**src/design/conv_defines.svh**
```systemverilog
/*
 conv row shifter sizes
 pixel width, window width and kernel limits shared by every block
*/
`ifndef CONV_DEFINES_SVH
`define CONV_DEFINES_SVH

// bits per pixel word
`define DATA_WIDTH 16

// words per output window
`define CONV_UNITS 8

// tallest kernel the shifter handles
`define KERNEL_H_MAX 3

// channel count width
`define CH_IN_COUNTER_WIDTH 10

// padded row width, one extra word per extra kernel row
`define IN_WORDS (`CONV_UNITS + `KERNEL_H_MAX - 1)

`endif

```
**src/design/conv_types_pkg.sv**
```systemverilog
/*
 convolution types
 pixel word, kernel height code, channel count and shift number
*/
`include "conv_defines.svh"

package conv_types_pkg;

    // one pixel
    typedef logic [`DATA_WIDTH-1:0] pixel_t;

    // kernel height minus one
    // kept KERNEL_H_MAX wide like the config bus upstream
    typedef logic [`KERNEL_H_MAX-1:0] kernel_h_t;

    // input channels minus one, also the channel counter value
    typedef logic [`CH_IN_COUNTER_WIDTH-1:0] ch_count_t;

    // shift number within a row
    typedef logic [$clog2(`KERNEL_H_MAX)-1:0] shift_idx_t;

endpackage

```
**src/design/axis_stream_pkg.sv**
```systemverilog
/*
 stream beat types
 padded row beat with its config, output window beat, skid states
*/
`include "conv_defines.svh"

package axis_stream_pkg;

    import conv_types_pkg::*;

    // one padded row with the config it must be processed with
    typedef struct packed {
        pixel_t [`IN_WORDS-1:0] words;   // word 0 is the top of the window
        kernel_h_t              kernel_h_1;
        ch_count_t              ch_in_1;
    } row_beat_t;

    // one shifted window
    typedef struct packed {
        pixel_t [`CONV_UNITS-1:0] words;
        logic                     last;  // end of channel group
    } win_beat_t;

    // skid occupancy
    typedef enum logic [1:0] {
        skid_empty,
        skid_one,
        skid_full
    } skid_state_t;

endpackage

```
**src/design/skid_buffer.sv**
```systemverilog
/*
 skid buffer for padded rows
 two-entry stage with a registered s_ready toward the source
*/
`timescale 1ns/10ps

module skid_buffer (
    input  logic                       aclk,
    input  logic                       reset,
    input  axis_stream_pkg::row_beat_t s_row,
    input  logic                       s_valid,
    output logic                       s_ready,
    output axis_stream_pkg::row_beat_t q_row,
    output logic                       q_valid,
    input  logic                       q_ready
);
    import axis_stream_pkg::*;

    skid_state_t state;
    skid_state_t state_next;
    row_beat_t   spare_row;  // beat caught when q side stalls
    logic        s_xfer;
    logic        q_xfer;

    assign s_xfer  = s_valid && s_ready;
    assign q_xfer  = q_valid && q_ready;
    assign q_valid = (state != skid_empty);  // output reg holds a beat

    always_comb begin
        state_next = state;
        case (state)
            skid_empty: begin
                if (s_xfer) state_next = skid_one;
            end
            skid_one: begin
                if (s_xfer && !q_xfer) state_next = skid_full;      // spare takes it
                else if (!s_xfer && q_xfer) state_next = skid_empty;
            end
            skid_full: begin
                if (q_xfer) state_next = skid_one;  // spare moves up
            end
            default: state_next = skid_empty;
        endcase
    end

    always_ff @(posedge aclk) begin
        if (reset) begin
            state   <= skid_empty;
            s_ready <= 1'b0;
        end else begin
            state   <= state_next;
            s_ready <= (state_next != skid_full);  // drops only with both entries used
        end
    end

    // payload moves
    always_ff @(posedge aclk) begin
        case (state)
            skid_empty: begin
                if (s_xfer) q_row <= s_row;
            end
            skid_one: begin
                if (s_xfer && q_xfer) q_row <= s_row;  // pass through
                else if (s_xfer) spare_row <= s_row;
            end
            skid_full: begin
                if (q_xfer) q_row <= spare_row;
            end
            default: ;
        endcase
    end

endmodule

```
**src/design/beat_last_gen.sv**
```systemverilog
/*
 tlast generator
 counts rows per channel group and marks the final shift of the last row
*/
`timescale 1ns/10ps

module beat_last_gen (
    input  logic                       aclk,
    input  logic                       reset,
    input  logic                       win_xfer,    // window register takes a new window
    input  conv_types_pkg::shift_idx_t shift_idx,   // shift number of that window
    input  conv_types_pkg::kernel_h_t  kernel_h_1,  // config of its row
    input  conv_types_pkg::ch_count_t  ch_in_1,
    output logic                       last
);
    import conv_types_pkg::*;

    ch_count_t count;        // position of the next row in its group
    logic      row_load;
    logic      grp_end;      // row in the window register closes the group
    logic      grp_end_now;
    logic      final_shift;

    // shift 0 only ever enters on a row load
    assign row_load = win_xfer && (shift_idx == '0);

    // a new row decides group end from the counter, later shifts reuse the flag
    assign grp_end_now = row_load ? (count == ch_in_1) : grp_end;

    assign final_shift = (kernel_h_t'(shift_idx) == kernel_h_1);

    always_ff @(posedge aclk) begin
        if (reset) begin
            count   <= '0;
            grp_end <= 1'b0;
            last    <= 1'b0;
        end else if (win_xfer) begin
            // loaded with the window so it stays with its data beat
            last <= grp_end_now && final_shift;
            if (row_load) begin
                grp_end <= grp_end_now;
                if (count == ch_in_1) begin
                    count <= '0;  // group complete
                end else begin
                    count <= count + 1'b1;
                end
            end
        end
    end

endmodule

```
**src/design/axis_shift_buffer.sv**
```systemverilog
/*
 row shifter
 loads a padded row and releases kernel_h windows, each one word further down
*/
`timescale 1ns/10ps

`include "conv_defines.svh"

module axis_shift_buffer (
    input  logic                       aclk,
    input  logic                       reset,
    input  axis_stream_pkg::row_beat_t q_row,
    input  logic                       q_valid,
    output logic                       q_ready,
    output axis_stream_pkg::win_beat_t m_win,
    output logic                       m_valid,
    input  logic                       m_ready
);
    import conv_types_pkg::*;

    pixel_t [`IN_WORDS-1:0] win_q;  // row being shifted, low words go out

    /*
     idx names the shift entering the window register next
     idx 0 with m_valid high means the final shift is on m_win
    */
    shift_idx_t idx;
    shift_idx_t idx_next;
    shift_idx_t shift_sel;
    kernel_h_t  kh_q;    // height of the row in flight
    kernel_h_t  kh_sel;
    ch_count_t  ch_q;
    ch_count_t  ch_sel;
    logic       load;    // new row into the window register
    logic       remove;  // output transfer
    logic       step;    // shift down one word
    logic       win_xfer;
    logic       last;

    // next row only once the previous row's final shift leaves
    assign q_ready  = (idx == '0) && m_ready;
    assign load     = q_valid && q_ready;
    assign remove   = m_valid && m_ready;
    assign step     = remove && (idx != '0);
    assign win_xfer = load || step;

    always_comb begin
        idx_next = idx;
        if (load) begin
            // a one-row kernel is done after shift 0
            idx_next = (q_row.kernel_h_1 == '0) ? '0 : shift_idx_t'(1);
        end else if (step) begin
            if (kernel_h_t'(idx) == kh_q) begin
                idx_next = '0;  // final shift going in
            end else begin
                idx_next = idx + 1'b1;
            end
        end
    end

    always_ff @(posedge aclk) begin
        if (reset) begin
            idx     <= '0;
            m_valid <= 1'b0;
            kh_q    <= '0;
            ch_q    <= '0;
        end else begin
            idx <= idx_next;
            // valid follows the skid side between rows, holds mid-row and on stall
            if ((idx == '0) && m_ready) begin
                m_valid <= q_valid;
            end
            if (load) begin
                kh_q <= q_row.kernel_h_1;
                ch_q <= q_row.ch_in_1;
            end
        end
    end

    always_ff @(posedge aclk) begin
        if (load) begin
            win_q <= q_row.words;
        end else if (step) begin
            for (int i = 0; i < `IN_WORDS - 1; i++) begin
                win_q[i] <= win_q[i+1];  // move down from upper neighbour
            end
            // top word holds
        end
    end

    // config of the row whose window enters now
    assign shift_sel = load ? '0 : idx;
    assign kh_sel    = load ? q_row.kernel_h_1 : kh_q;
    assign ch_sel    = load ? q_row.ch_in_1 : ch_q;

    beat_last_gen beat_last_gen_inst (
        .aclk       (aclk),
        .reset      (reset),
        .win_xfer   (win_xfer),
        .shift_idx  (shift_sel),
        .kernel_h_1 (kh_sel),
        .ch_in_1    (ch_sel),
        .last       (last)
    );

    assign m_win.words = win_q[`CONV_UNITS-1:0];
    assign m_win.last  = last;

endmodule

```
**src/design/shift_buffer_top.sv**
```systemverilog
/*
 row shifter top
 skid buffer in front of the shift buffer
*/
`timescale 1ns/10ps

module shift_buffer_top (
    input  logic                       aclk,
    input  logic                       reset,

    // padded rows in
    input  axis_stream_pkg::row_beat_t s_row,
    input  logic                       s_valid,
    output logic                       s_ready,

    // shifted windows out
    output axis_stream_pkg::win_beat_t m_win,
    output logic                       m_valid,
    input  logic                       m_ready
);
    import axis_stream_pkg::*;

    row_beat_t q_row;    // skid output row
    logic      q_valid;
    logic      q_ready;  // only between rows

    skid_buffer skid_buffer_inst (
        .aclk    (aclk),
        .reset   (reset),
        .s_row   (s_row),
        .s_valid (s_valid),
        .s_ready (s_ready),
        .q_row   (q_row),
        .q_valid (q_valid),
        .q_ready (q_ready)
    );

    axis_shift_buffer axis_shift_buffer_inst (
        .aclk    (aclk),
        .reset   (reset),
        .q_row   (q_row),
        .q_valid (q_valid),
        .q_ready (q_ready),
        .m_win   (m_win),
        .m_valid (m_valid),
        .m_ready (m_ready)
    );

endmodule

```
**config.mk**
```make
export PLATFORM = sky130hd
export DESIGN_NAME = shift_buffer_top
export DESIGN_NICKNAME = d
export VERILOG_FILES = /design/src/design/conv_types_pkg.sv /design/src/design/axis_stream_pkg.sv /design/src/design/skid_buffer.sv /design/src/design/beat_last_gen.sv /design/src/design/axis_shift_buffer.sv /design/src/design/shift_buffer_top.sv
export VERILOG_INCLUDE_DIRS = /design/src /design/src/design
export SDC_FILE = /design/constraint.sdc
export NUM_CORES = 1
export LEC_CHECK = 0
export ABC_AREA = 0
export BUFFER_PORTS_ARGS = -buffer_cell sky130_fd_sc_hd__buf_2
export CAP_MARGIN = 20
export CORE_MARGIN = 2
export CORE_UTILIZATION = 40
export DETAILED_ROUTE_END_ITERATION = 8
export GPL_TIMING_DRIVEN = 0
export PLACE_DENSITY = 0.68
export SYNTH_ARGS = -nofsm -noshare
export SYNTH_HDL_FRONTEND = slang
export SYNTH_SLANG_ARGS = --single-unit
```
**constraint.sdc**
```tcl
create_clock -name aclk -period 17.1 [get_ports aclk]
set_input_delay 0 -clock aclk [delete_from_list [all_inputs] [get_ports aclk]]
set_output_delay 0 -clock aclk [all_outputs]
set_load 0.01 [all_outputs]
```
After elaboration in Yosys (flattened, before gate mapping)
Cells that the tools add are included.
W data, S select, Z words.
Word-level totals
  bits in registers: 537
  input port bits: 177
  output and inout bits: 131
Cells by class
  add/subtract/negate cells: 2
  eq/ne operators: 9
  multiplexer cells: 20
  bitwise logic cells: 1
  reduce and logical (&&, ||, !) cells: 24
Operators by type and width (number)
  $mux W173: 3
  $pmux W173 S3: 1
  $mux W144: 2
  $mux W10: 2
  $mux W2: 8
  $add A10 B1 Y10 const B: 1
  $eq A10 B10 Y1: 1
  $logic_and A1 B1 Y1: 10
  $eq A2 B3 Y1: 2
  $logic_not A2 Y1: 3
  $ne A2 B1 Y1 const B: 3
  $pmux W2 S3: 1
  $reduce_bool A2 Y1: 3
  $reduce_and A4 Y1: 1
  $logic_not A3 Y1: 1
  $mux W3: 1
  $reduce_and A3 Y1: 1
  $reduce_bool A3 Y1: 1
  $add A2 B1 Y2 const B: 1
  $eq A2 B1 Y1 const B: 1
  $eq A2 B2 Y1 const B: 1
  $logic_not A1 Y1: 2
  $mux W1: 2
  $ne A2 B2 Y1 const B: 1
  other kinds (3): 3

Longest topological paths before layout
Gate-level depths: netlist of run 1.
  depth after elaboration: 8
  depth in mapped cells: 11
  mapped depth without buffers: 9

By module
From an unflattened synthesis of run 1, not the netlist that was laid out.
Unflattened totals
  cells, all modules: 1452
  area total of the unflattened synthesis: 22217.6 µm²
Modules (own cells, without submodules)
  skid_buffer: times used 1, cells each 557, area each 13257.7 µm², sequential area each 10450.0 µm²
  axis_shift_buffer: times used 1, cells each 819, area each 8304.2 µm², sequential area each 5124.9 µm²
  beat_last_gen: times used 1, cells each 76, area each 655.6 µm², sequential area each 240.2 µm²

Least setup slack after synthesis of run 1
Ideal clock, no wire load.
  kind: reg-to-reg
  start point: reg axis_shift_buffer_inst.idx[0]
  end point: reg skid_buffer_inst.spare_row[0] (netlist name) (enable)
  setup time: 0.555 ns
  arrival: 4.840 ns
  data required time: 16.545 ns
  slack: 11.705 ns
  cell stages (with the launch flop): 6
  cell sequence: dfxtp_1 inv_1 ha_1 clkbuf_2 nand2_1 and3_1
On the way
  cells in the longest elaborated chain, start to end: 6
Ends and longest elaborated chain
  start, declared: RTL line axis_shift_buffer.sv:27  | shift_idx_t idx;
  start signal, assigned: RTL line axis_shift_buffer.sv:68  | idx <= idx_next;
  $logic_not A2 Y1: RTL line axis_shift_buffer.sv:41  | assign q_ready = (idx == '0) && m_ready;
  $logic_and A1 B1 Y1: RTL line axis_shift_buffer.sv:41
  $logic_and A1 B1 Y1: RTL line skid_buffer.sv:26  | assign q_xfer = q_valid && q_ready;
  $logic_and A1 B1 Y1: RTL line skid_buffer.sv:63  | if (s_xfer && q_xfer) q_row <= s_row;
  $not A1 Y1 (no source line)
  $reduce_and A3 Y1 (no source line)
  end signal, assigned: RTL line skid_buffer.sv:64  | else if (s_xfer) spare_row <= s_row;
  end, declared: RTL line skid_buffer.sv:21  | row_beat_t spare_row;
No other way between the ends.
A chain may end at the register's enable or synchronous reset.

Worst setup path after layout of run 1
  start point: reg axis_shift_buffer_inst.idx[0]
  end point: reg axis_shift_buffer_inst.win_q (netlist bit axis_shift_buffer_inst.m_win[92]) (enable)
On the way
  cells in the longest elaborated chain, start to end: 4
  elaborated cells between the ends (all ways): 6
  those cells by class: 6 x reduce/logical
Ends and longest elaborated chain
  $logic_not A2 Y1: RTL line axis_shift_buffer.sv:41
  $logic_and A1 B1 Y1: RTL line axis_shift_buffer.sv:41
  $logic_and A1 B1 Y1: RTL line axis_shift_buffer.sv:42  | assign load = q_valid && q_ready;
  $reduce_bool A2 Y1 (no source line) (*)
  end signal, assigned: RTL line axis_shift_buffer.sv:82  | win_q <= q_row.words;
  end signal, assigned by index: RTL line axis_shift_buffer.sv:85  | win_q[i] <= win_q[i+1];
  end, declared: RTL line axis_shift_buffer.sv:21  | pixel_t [`IN_WORDS-1:0] win_q;
Every way passes the cells marked *; elsewhere a longest branch is shown, timed or not.

==> results.py, run 1 <==
metrics = {
    "routing": {
        "via_per_inst": 4.817,
        "num_vias": 13410,
        "postRouteAntennaNets": 0,
        "topRoutingLayerUsed": "met4",
        "drt-initial-drc-count": 969,
        "dr.pass1.iters": 5,
        "wl_met2_mm": 25.34,
        "avgRoutedWirePerCell_um": 18.67,
        "drc": 0,
        "met1Wirelength_mm": 22.15,
        "wl_mm": 51.97,
        "dr_wl_met3_mm": 3.459,
    },
    "global_routing": {
        "track_usage_pct": 18.58,
        "grt_max_degree": 75,
        "antenna_found_initial": 0,
        "grt_pass1_vias": 13840,
        "grt_pass1_wl_mm": 79.57,
        "overflow": 0,
    },
    "timing": {
        "tns_ps": 0,
        "hold_ws_ps": 124.2,
        "setup_viol": 0,
        "hold_viol": 0,
        "drv_slew": 0,
        "worst_pin_slew_ps": 993.6,
        "grt_setup_unrepaired": "no",
        "finalCriticalPeriod_ps": 3317,
        "fmax_ghz": 0.3015,
        "finClkSkew_ps": 11.09,
        "relSlewSlack_pct": 33.76,
        "period_share_pct": 19.40,
    },
    "floorplan": {
        "ios": 308,
        "rows": 85,
        "start_util_pct": 40.22,
        "core_um2": 53500,
        "die_w_um": 235.9,
        "fp.dieH_um": 235.9,
        "die_area_um2": 55660,
    },
    "pwr": {
        "p_int_mw": 2.309,
        "pwr-share-seq_pct": 51.9,
        "p_switching_mw": 0.6372,
        "combPwrFrac_pct": 7.6,
        "swShare_pct": 21.63,
        "power.leakage_nw": 10.65,
        "powerDensity_nw_per_um2": 106.4,
        "clkPwrFrac_pct": 40.5,
        "peakVddDrop_v": 0.00007582,
    },
    "setup_path": {
        "endpoint_kind": "flop",
        "r2r_start": "axis_shift_buffer_inst.idx[0]$_SDFFE_PP0P_",
        "crit_required_ps": 17320,
        "cp_max_fo": 74,
        "path_class": "flop to flop",
        "crit_start": "axis_shift_buffer_inst.idx[0]$_SDFFE_PP0P_",
        "startpoint_type": "flop",
        "cp.arrival_ps": 3540,
    },
    "layout": {
        "area_growth_syn_to_layout_pct": 28.70,
        "fillCellCount": 4413,
        "drive_above_1_share_pct": 33.83,
        "n_antenna_cell": 0,
        "nets": 2223,
    },
    "clock_network": {
        "path_clk_slew_ps": 60,
        "insertion_delay_ps": 590,
        "h-tree-depth": 2,
        "cts_num_sinks": 537,
        "cts-buffers-inserted": 55,
        "clockRootBuffer": "clkbuf_16",
        "clockBufferDepth": 3,
        "cts_tree": "done",
        "cts_resized": 0,
    },
    "status": {
        "status": "complete, no violations",
    },
    "yosys": {
        "ys_types": 45,
        "syn_avg_cell_area_um2": 14.39,
        "ys_ff_latch": 537,
        "seq_area_frac_synth_pct": 73.51,
        "syn_area_um2": 21520,
        "syn-num-nets": 1674,
        "netlist_instances": 1495,
        "synth.yosys.warnings": 0,
    },
    "place": {
        "gp_congestion": 0.8437,
        "dpl.hpwl_mm": 35.38,
        "io_buffers": 307,
    },
    "flow_run": {
        "cap_violations": 0,
    },
    "worst_hold_path": {
        "hp-start": "s_row[114]",
        "hold_class": "input pin to flop",
    },
}
## stage by stage
step / utilization (%) / power, mW / cells / worst slack, ps / instance area, µm²
after floorplan: - / 1.660 / 1495 / 11700 / 21520
after global placement: 44.72 / 1.745 / 2498 / 9432 / 23920
after detailed placement: 45.13 / 1.748 / 2506 / 13760 / 24140
after CTS: 51.76 / 2.970 / 2783 / 13750 / 27690
after global routing: 51.76 / 3.045 / 2783 / 13510 / 27690
final: 51.76 / 2.946 / 2783 / 13780 / 27690
## cell families after synthesis
logic type,after synthesis,synth area share (%)
AO/OA/AOI/OAI,41,1.279
XOR/XNOR,13,0.5292
adder cells (fa/ha/maj),2,0.1163
buffers and inverters,202,5.821
flip-flops,537,73.51
multiplexers,176,9.194
AND/OR/NAND/NOR,524,9.554
## final timing paths
| kind | endpoint | slack (ps) | depth (start not counted) |
|---|---|---|---|
| worst max-delay path | axis_shift_buffer_inst.m_win[92]$_DFFE_PP_ | 13780 | 10 |
| worst min-delay path | skid_buffer_inst.spare_row[114]$_DFFE_PP_ | 120 | 2 |
| worst max register to register | axis_shift_buffer_inst.m_win[92]$_DFFE_PP_ | 13780 | 10 |
| worst min register to register | axis_shift_buffer_inst.win_q[153]$_DFFE_PP_ | 420 | 0 |
## state kept, by name (all words and copies together) (netlist names)
register and count:
axis_shift_buffer_inst.win_q 32, axis_shift_buffer_inst.beat_last_gen_inst.count 10, axis_shift_buffer_inst.m_valid 1, axis_shift_buffer_inst.beat_last_gen_inst.last 1, axis_shift_buffer_inst.idx 2, skid_buffer_inst.state 2, axis_shift_buffer_inst.m_win 128, skid_buffer_inst.s_ready 1
axis_shift_buffer_inst.kh_q 3, skid_buffer_inst.q_row 173, skid_buffer_inst.spare_row 173, axis_shift_buffer_inst.ch_q 10, axis_shift_buffer_inst.beat_last_gen_inst.grp_end 1
## critical path, stage by stage, from the launching register on
cell      delay, ps
dfxtp_1         340
inv_1            70
ha_1            140
clkbuf_2        210
o211ai_2        150
inv_2           100
buf_6           140
clkbuf_1        500
nor2_1          250
inv_6           530
buf_16          330
## Yosys cell counts
cell type / count / share of area [%]
a2111oi_0: 1 / 0.041
a2111oi_2: 1 / 0.070
a211oi_1: 2 / 0.070
a21o_1: 1 / 0.035
a21oi_1: 20 / 0.47
a221oi_1: 2 / 0.081
a22o_1: 1 / 0.041
a22oi_1: 1 / 0.035
a311oi_1: 1 / 0.041
a31o_2: 1 / 0.041
a31oi_1: 1 / 0.029
and3_1: 5 / 0.15
buf_1: 9 / 0.16
buf_2: 1 / 0.023
buf_4: 129 / 4.5
buf_6: 1 / 0.052
clkbuf_1: 49 / 0.85
clkbuf_2: 1 / 0.023
dfxtp_1: 31 / 2.9
edfxtp_1: 506 / 71
ha_1: 2 / 0.12
inv_1: 11 / 0.19
inv_2: 1 / 0.017
mux2_2: 173 / 9.1
mux2i_1: 3 / 0.14
nand2_1: 464 / 8.1
nand2b_1: 3 / 0.087
nand3_1: 5 / 0.12
nand4_1: 4 / 0.12
nor2_1: 19 / 0.33
nor2b_1: 2 / 0.058
nor3_1: 12 / 0.28
nor3b_2: 1 / 0.058
nor4_1: 2 / 0.058
o2111ai_1: 1 / 0.041
o211ai_2: 1 / 0.058
o21ai_0: 3 / 0.070
o221ai_1: 2 / 0.081
o2bb2ai_1: 1 / 0.041
o311ai_0: 1 / 0.041
or2_2: 2 / 0.058
or3_1: 4 / 0.12
or4_1: 1 / 0.035
xnor2_1: 3 / 0.12
xor2_1: 10 / 0.41
## routing by layer
layer	track usage (%)	vias up
met1	24.90	6556
li1	-	6283
met3	3.113	72
met2	31.18	496
met5	0	-
met4	5.424	0
## cell type report
cell class / instances / area (µm²) / share of cell area [%]
plain buffers: 190 / 1207 / 4.360
clock inverters: 31 / 306.5 / 1.107
clock buffers: 69 / 1471 / 5.314
repair buffers: 492 / 3508 / 12.67
flip-flops and latches: 537 / 15820 / 57.11
well taps: 696 / 870.8 / 3.145
inverters: 12 / 50.05 / 0.1807
multi-input cells: 756 / 4462 / 16.11
## cells in the final DEF (no fill, tap or decap), types with 3 or more instances in the layout
cell type,n
a21oi_1,20
and3_1,4
buf_1,9
buf_16,6
buf_2,308
buf_4,129
bufinv_16,6
clkbuf_1,61
clkbuf_16,57
clkinv_1,11
clkinv_2,9
clkinvlp_4,3
dfxtp_1,31
dlygate4sd3_1,177
edfxtp_1,506
inv_1,10
mux2_2,173
mux2i_1,3
nand2_1,464
nand2b_1,3
nand3_1,5
nand4_1,4
nor2_1,19
nor3_1,12
o21ai_0,3
or3_1,4
xnor2_1,3
xor2_1,10
## timing repair
action,4_1_cts,5_1_grt
hold buffers,177,0
buffers inserted,0,0
hold endpoints to repair,358,0
## power by group through the flow
stage	clock network (mW)	registers, mW	logic [mW]
CTS	1.22	1.53	0.225
global placement	0	1.56	0.180
detailed placement	0	1.56	0.192
global route	1.27	1.53	0.245
floorplan	0	1.55	0.107
finish	1.19	1.53	0.224
(Power assumes the default switching activity.)
==> inputs of run 2 (changes only) <==
PLACE_DENSITY = 0.7   (was 0.68)
clock period = 2.7 ns   (was 17.1 ns; I/O delays follow)
==> results.py, run 2 (same netlist as run 1, synthesis figures left out) <==
metrics = {
    "timing": {
        "tns_ps": 0,
        "fmax_ghz": 0.3975,
        "finalCriticalPeriod_ps": 2516,
        "hold_ws_ps": 112.4,
        "grt_setup_unrepaired": "no",
        "relSlewSlack_pct": 36.46,
        "period_share_pct": 93.18,
        "finClkSkew_ps": 18.19,
        "setup_viol": 0,
        "worst_pin_slew_ps": 953.1,
        "drv_slew": 0,
        "hold_viol": 0,
    },
    "global_routing": {
        "antenna_found_initial": 4,
        "track_usage_pct": 18.99,
        "grt_pass1_vias": 14020,
        "grt_pass1_wl_mm": 81.15,
        "grt_max_degree": 62,
        "overflow": 0,
    },
    "routing": {
        "postRouteAntennaNets": 0,
        "drc": 0,
        "via_per_inst": 4.827,
        "avgRoutedWirePerCell_um": 19.07,
        "dr_wl_met3_mm": 3.965,
        "topRoutingLayerUsed": "met5",
        "num_vias": 13470,
        "dr.pass1.iters": 7,
        "met1Wirelength_mm": 21.81,
        "wl_met2_mm": 26.30,
        "wl_mm": 53.24,
        "drt-initial-drc-count": 1029,
    },
    "floorplan": {
        "die_area_um2": 55660,
        "core_um2": 53500,
        "fp.dieH_um": 235.9,
        "rows": 85,
        "start_util_pct": 40.22,
        "die_w_um": 235.9,
        "ios": 308,
    },
    "place": {
        "dpl.hpwl_mm": 35.94,
        "io_buffers": 307,
        "placed_area_um2": 24210,
        "dp_cells": 2508,
        "gp_congestion": 0.8412,
    },
    "clock_network": {
        "clockRootBuffer": "clkbuf_16",
        "h-tree-depth": 2,
        "cts_num_sinks": 537,
        "insertion_delay_ps": 610,
        "path_clk_slew_ps": 60,
        "post_cts_buffers": 0,
        "cts-buffers-inserted": 56,
        "clockBufferDepth": 3,
        "cts_tree": "done",
    },
    "layout": {
        "nets": 2225,
        "fillCellCount": 4400,
        "fin_cells": 2791,
        "area_growth_syn_to_layout_pct": 28.76,
        "regArea_um2": 15820,
        "mostFrequentLayoutCells": "edfxtp_1 (506), nand2_1 (464), buf_2 (308)",
        "layout_commonest_cell": "edfxtp_1",
        "drive_above_1_share_pct": 34.78,
        "multiInputGateArea_um2": 4482,
        "stdcell_area_um2": 27700,
    },
    "pwr": {
        "power.leakage_nw": 10.66,
        "powerDensity_nw_per_um2": 663.5,
        "peakVddDrop_v": 0.0005132,
        "total_power_mw": 18.38,
    },
    "setup_path": {
        "cp_num_buf_inv": 2,
        "slowest_delay_ps": 620,
        "cp_max_fo": 10,
        "endpoint_kind": "flop",
        "crit_required_ps": 3050,
        "path_class": "flop to flop",
        "cp.arrival_ps": 2870,
        "critPathSlowestCell": "clkbuf_1",
        "cpLargestDelayFamily": "buffers and inverters",
        "crit_chain": "nor2b_1 > clkbuf_2 > clkbuf_1 > mux2_2",
        "startpoint_type": "flop",
    },
    "flow_run": {
        "cap_violations": 0,
    },
    "status": {
        "status": "complete, no violations",
    },
    "worst_hold_path": {
        "hold_class": "input pin to flop",
    },
}
-- run 2: cell types whose count changed in the layout (fill, tap and decap cells not counted), moves of 3 or more --
| cell | previous run | this run |
|---|---|---|
| clkinv_2 | 9 | 14 |
| clkbuf_2 | 1 | 7 |
| clkinv_1 | 11 | 14 |
| clkinvlp_4 | 3 | 7 |
| bufinv_16 | 6 | 2 |
| clkbuf_1 | 61 | 48 |
| buf_12 | 1 | 4 |
-- run 2: power by group --
group | total, mW | internal [mW] | switching [mW] | leakage, nW
clock | 7.27 | 4.01 | 3.26 | 0.831
combinational | 1.43 | 0.671 | 0.761 | 4.92
sequential | 9.68 | 9.54 | 0.135 | 4.91
total | 18.4 | 14.2 | 4.15 | 10.7
-- run 2: what timing repair did --
| item | CTS | global route |
|---|---|---|
| endpoints found under the setup margin | 161 | 79 |
| gates cloned | 0 | 0 |
| hold endpoints to repair | 360 | 0 |
| hold buffers | 176 | 0 |
| resized for setup | 2 | 12 |
-- run 2: final cells by class --
cell class              instances  share of cell area [%]
diodes                          2                 0.01807
plain buffers                 190                   4.458
clock buffers                  64                   5.167
clock inverters                41                   1.034
inverters                      12                  0.1761
multi-input cells             756                   16.18
flip-flops and latches        537                   57.10
well taps                     696                   3.143
repair buffers                493                   12.73
-- run 2: final timing paths --
kind | startpoint | end | slack [ps] | cells past startpoint
max | skid_buffer_inst.state[1]$_SDFF_PP0_ | skid_buffer_inst.q_row[16]$_DFFE_PP_ | 180 | 4
min | s_row[133] | skid_buffer_inst.spare_row[133]$_DFFE_PP_ | 110 | 2
max reg2reg | skid_buffer_inst.state[1]$_SDFF_PP0_ | skid_buffer_inst.q_row[16]$_DFFE_PP_ | 180 | 4
min reg2reg | skid_buffer_inst.q_row[159]$_DFFE_PP_ | axis_shift_buffer_inst.win_q[146]$_DFFE_PP_ | 410 | 0
-- run 2: per-layer routing --
metal,vias up,track usage [%]
li1,6277,-
met1,6596,24.22
met2,509,32.54
met3,86,4.108
met4,4,5.597
met5,-,0
-- run 2: worst reg2reg max path, stage by stage (launching register included) --
cell and delay (ps):
dfxtp_1 440, nor2b_1 320, clkbuf_2 450, clkbuf_1 630
mux2_2 420
-- run 2: through the flow --
stage	utilization, %	setup slack (ps)
2_1_floorplan	-	-1021
3_3_place_gp	44.81	-2496
3_5_place_dp	45.26	-282.8
4_1_cts	51.77	38.34
5_1_grt	51.79	4.805
6_report	51.79	184.2
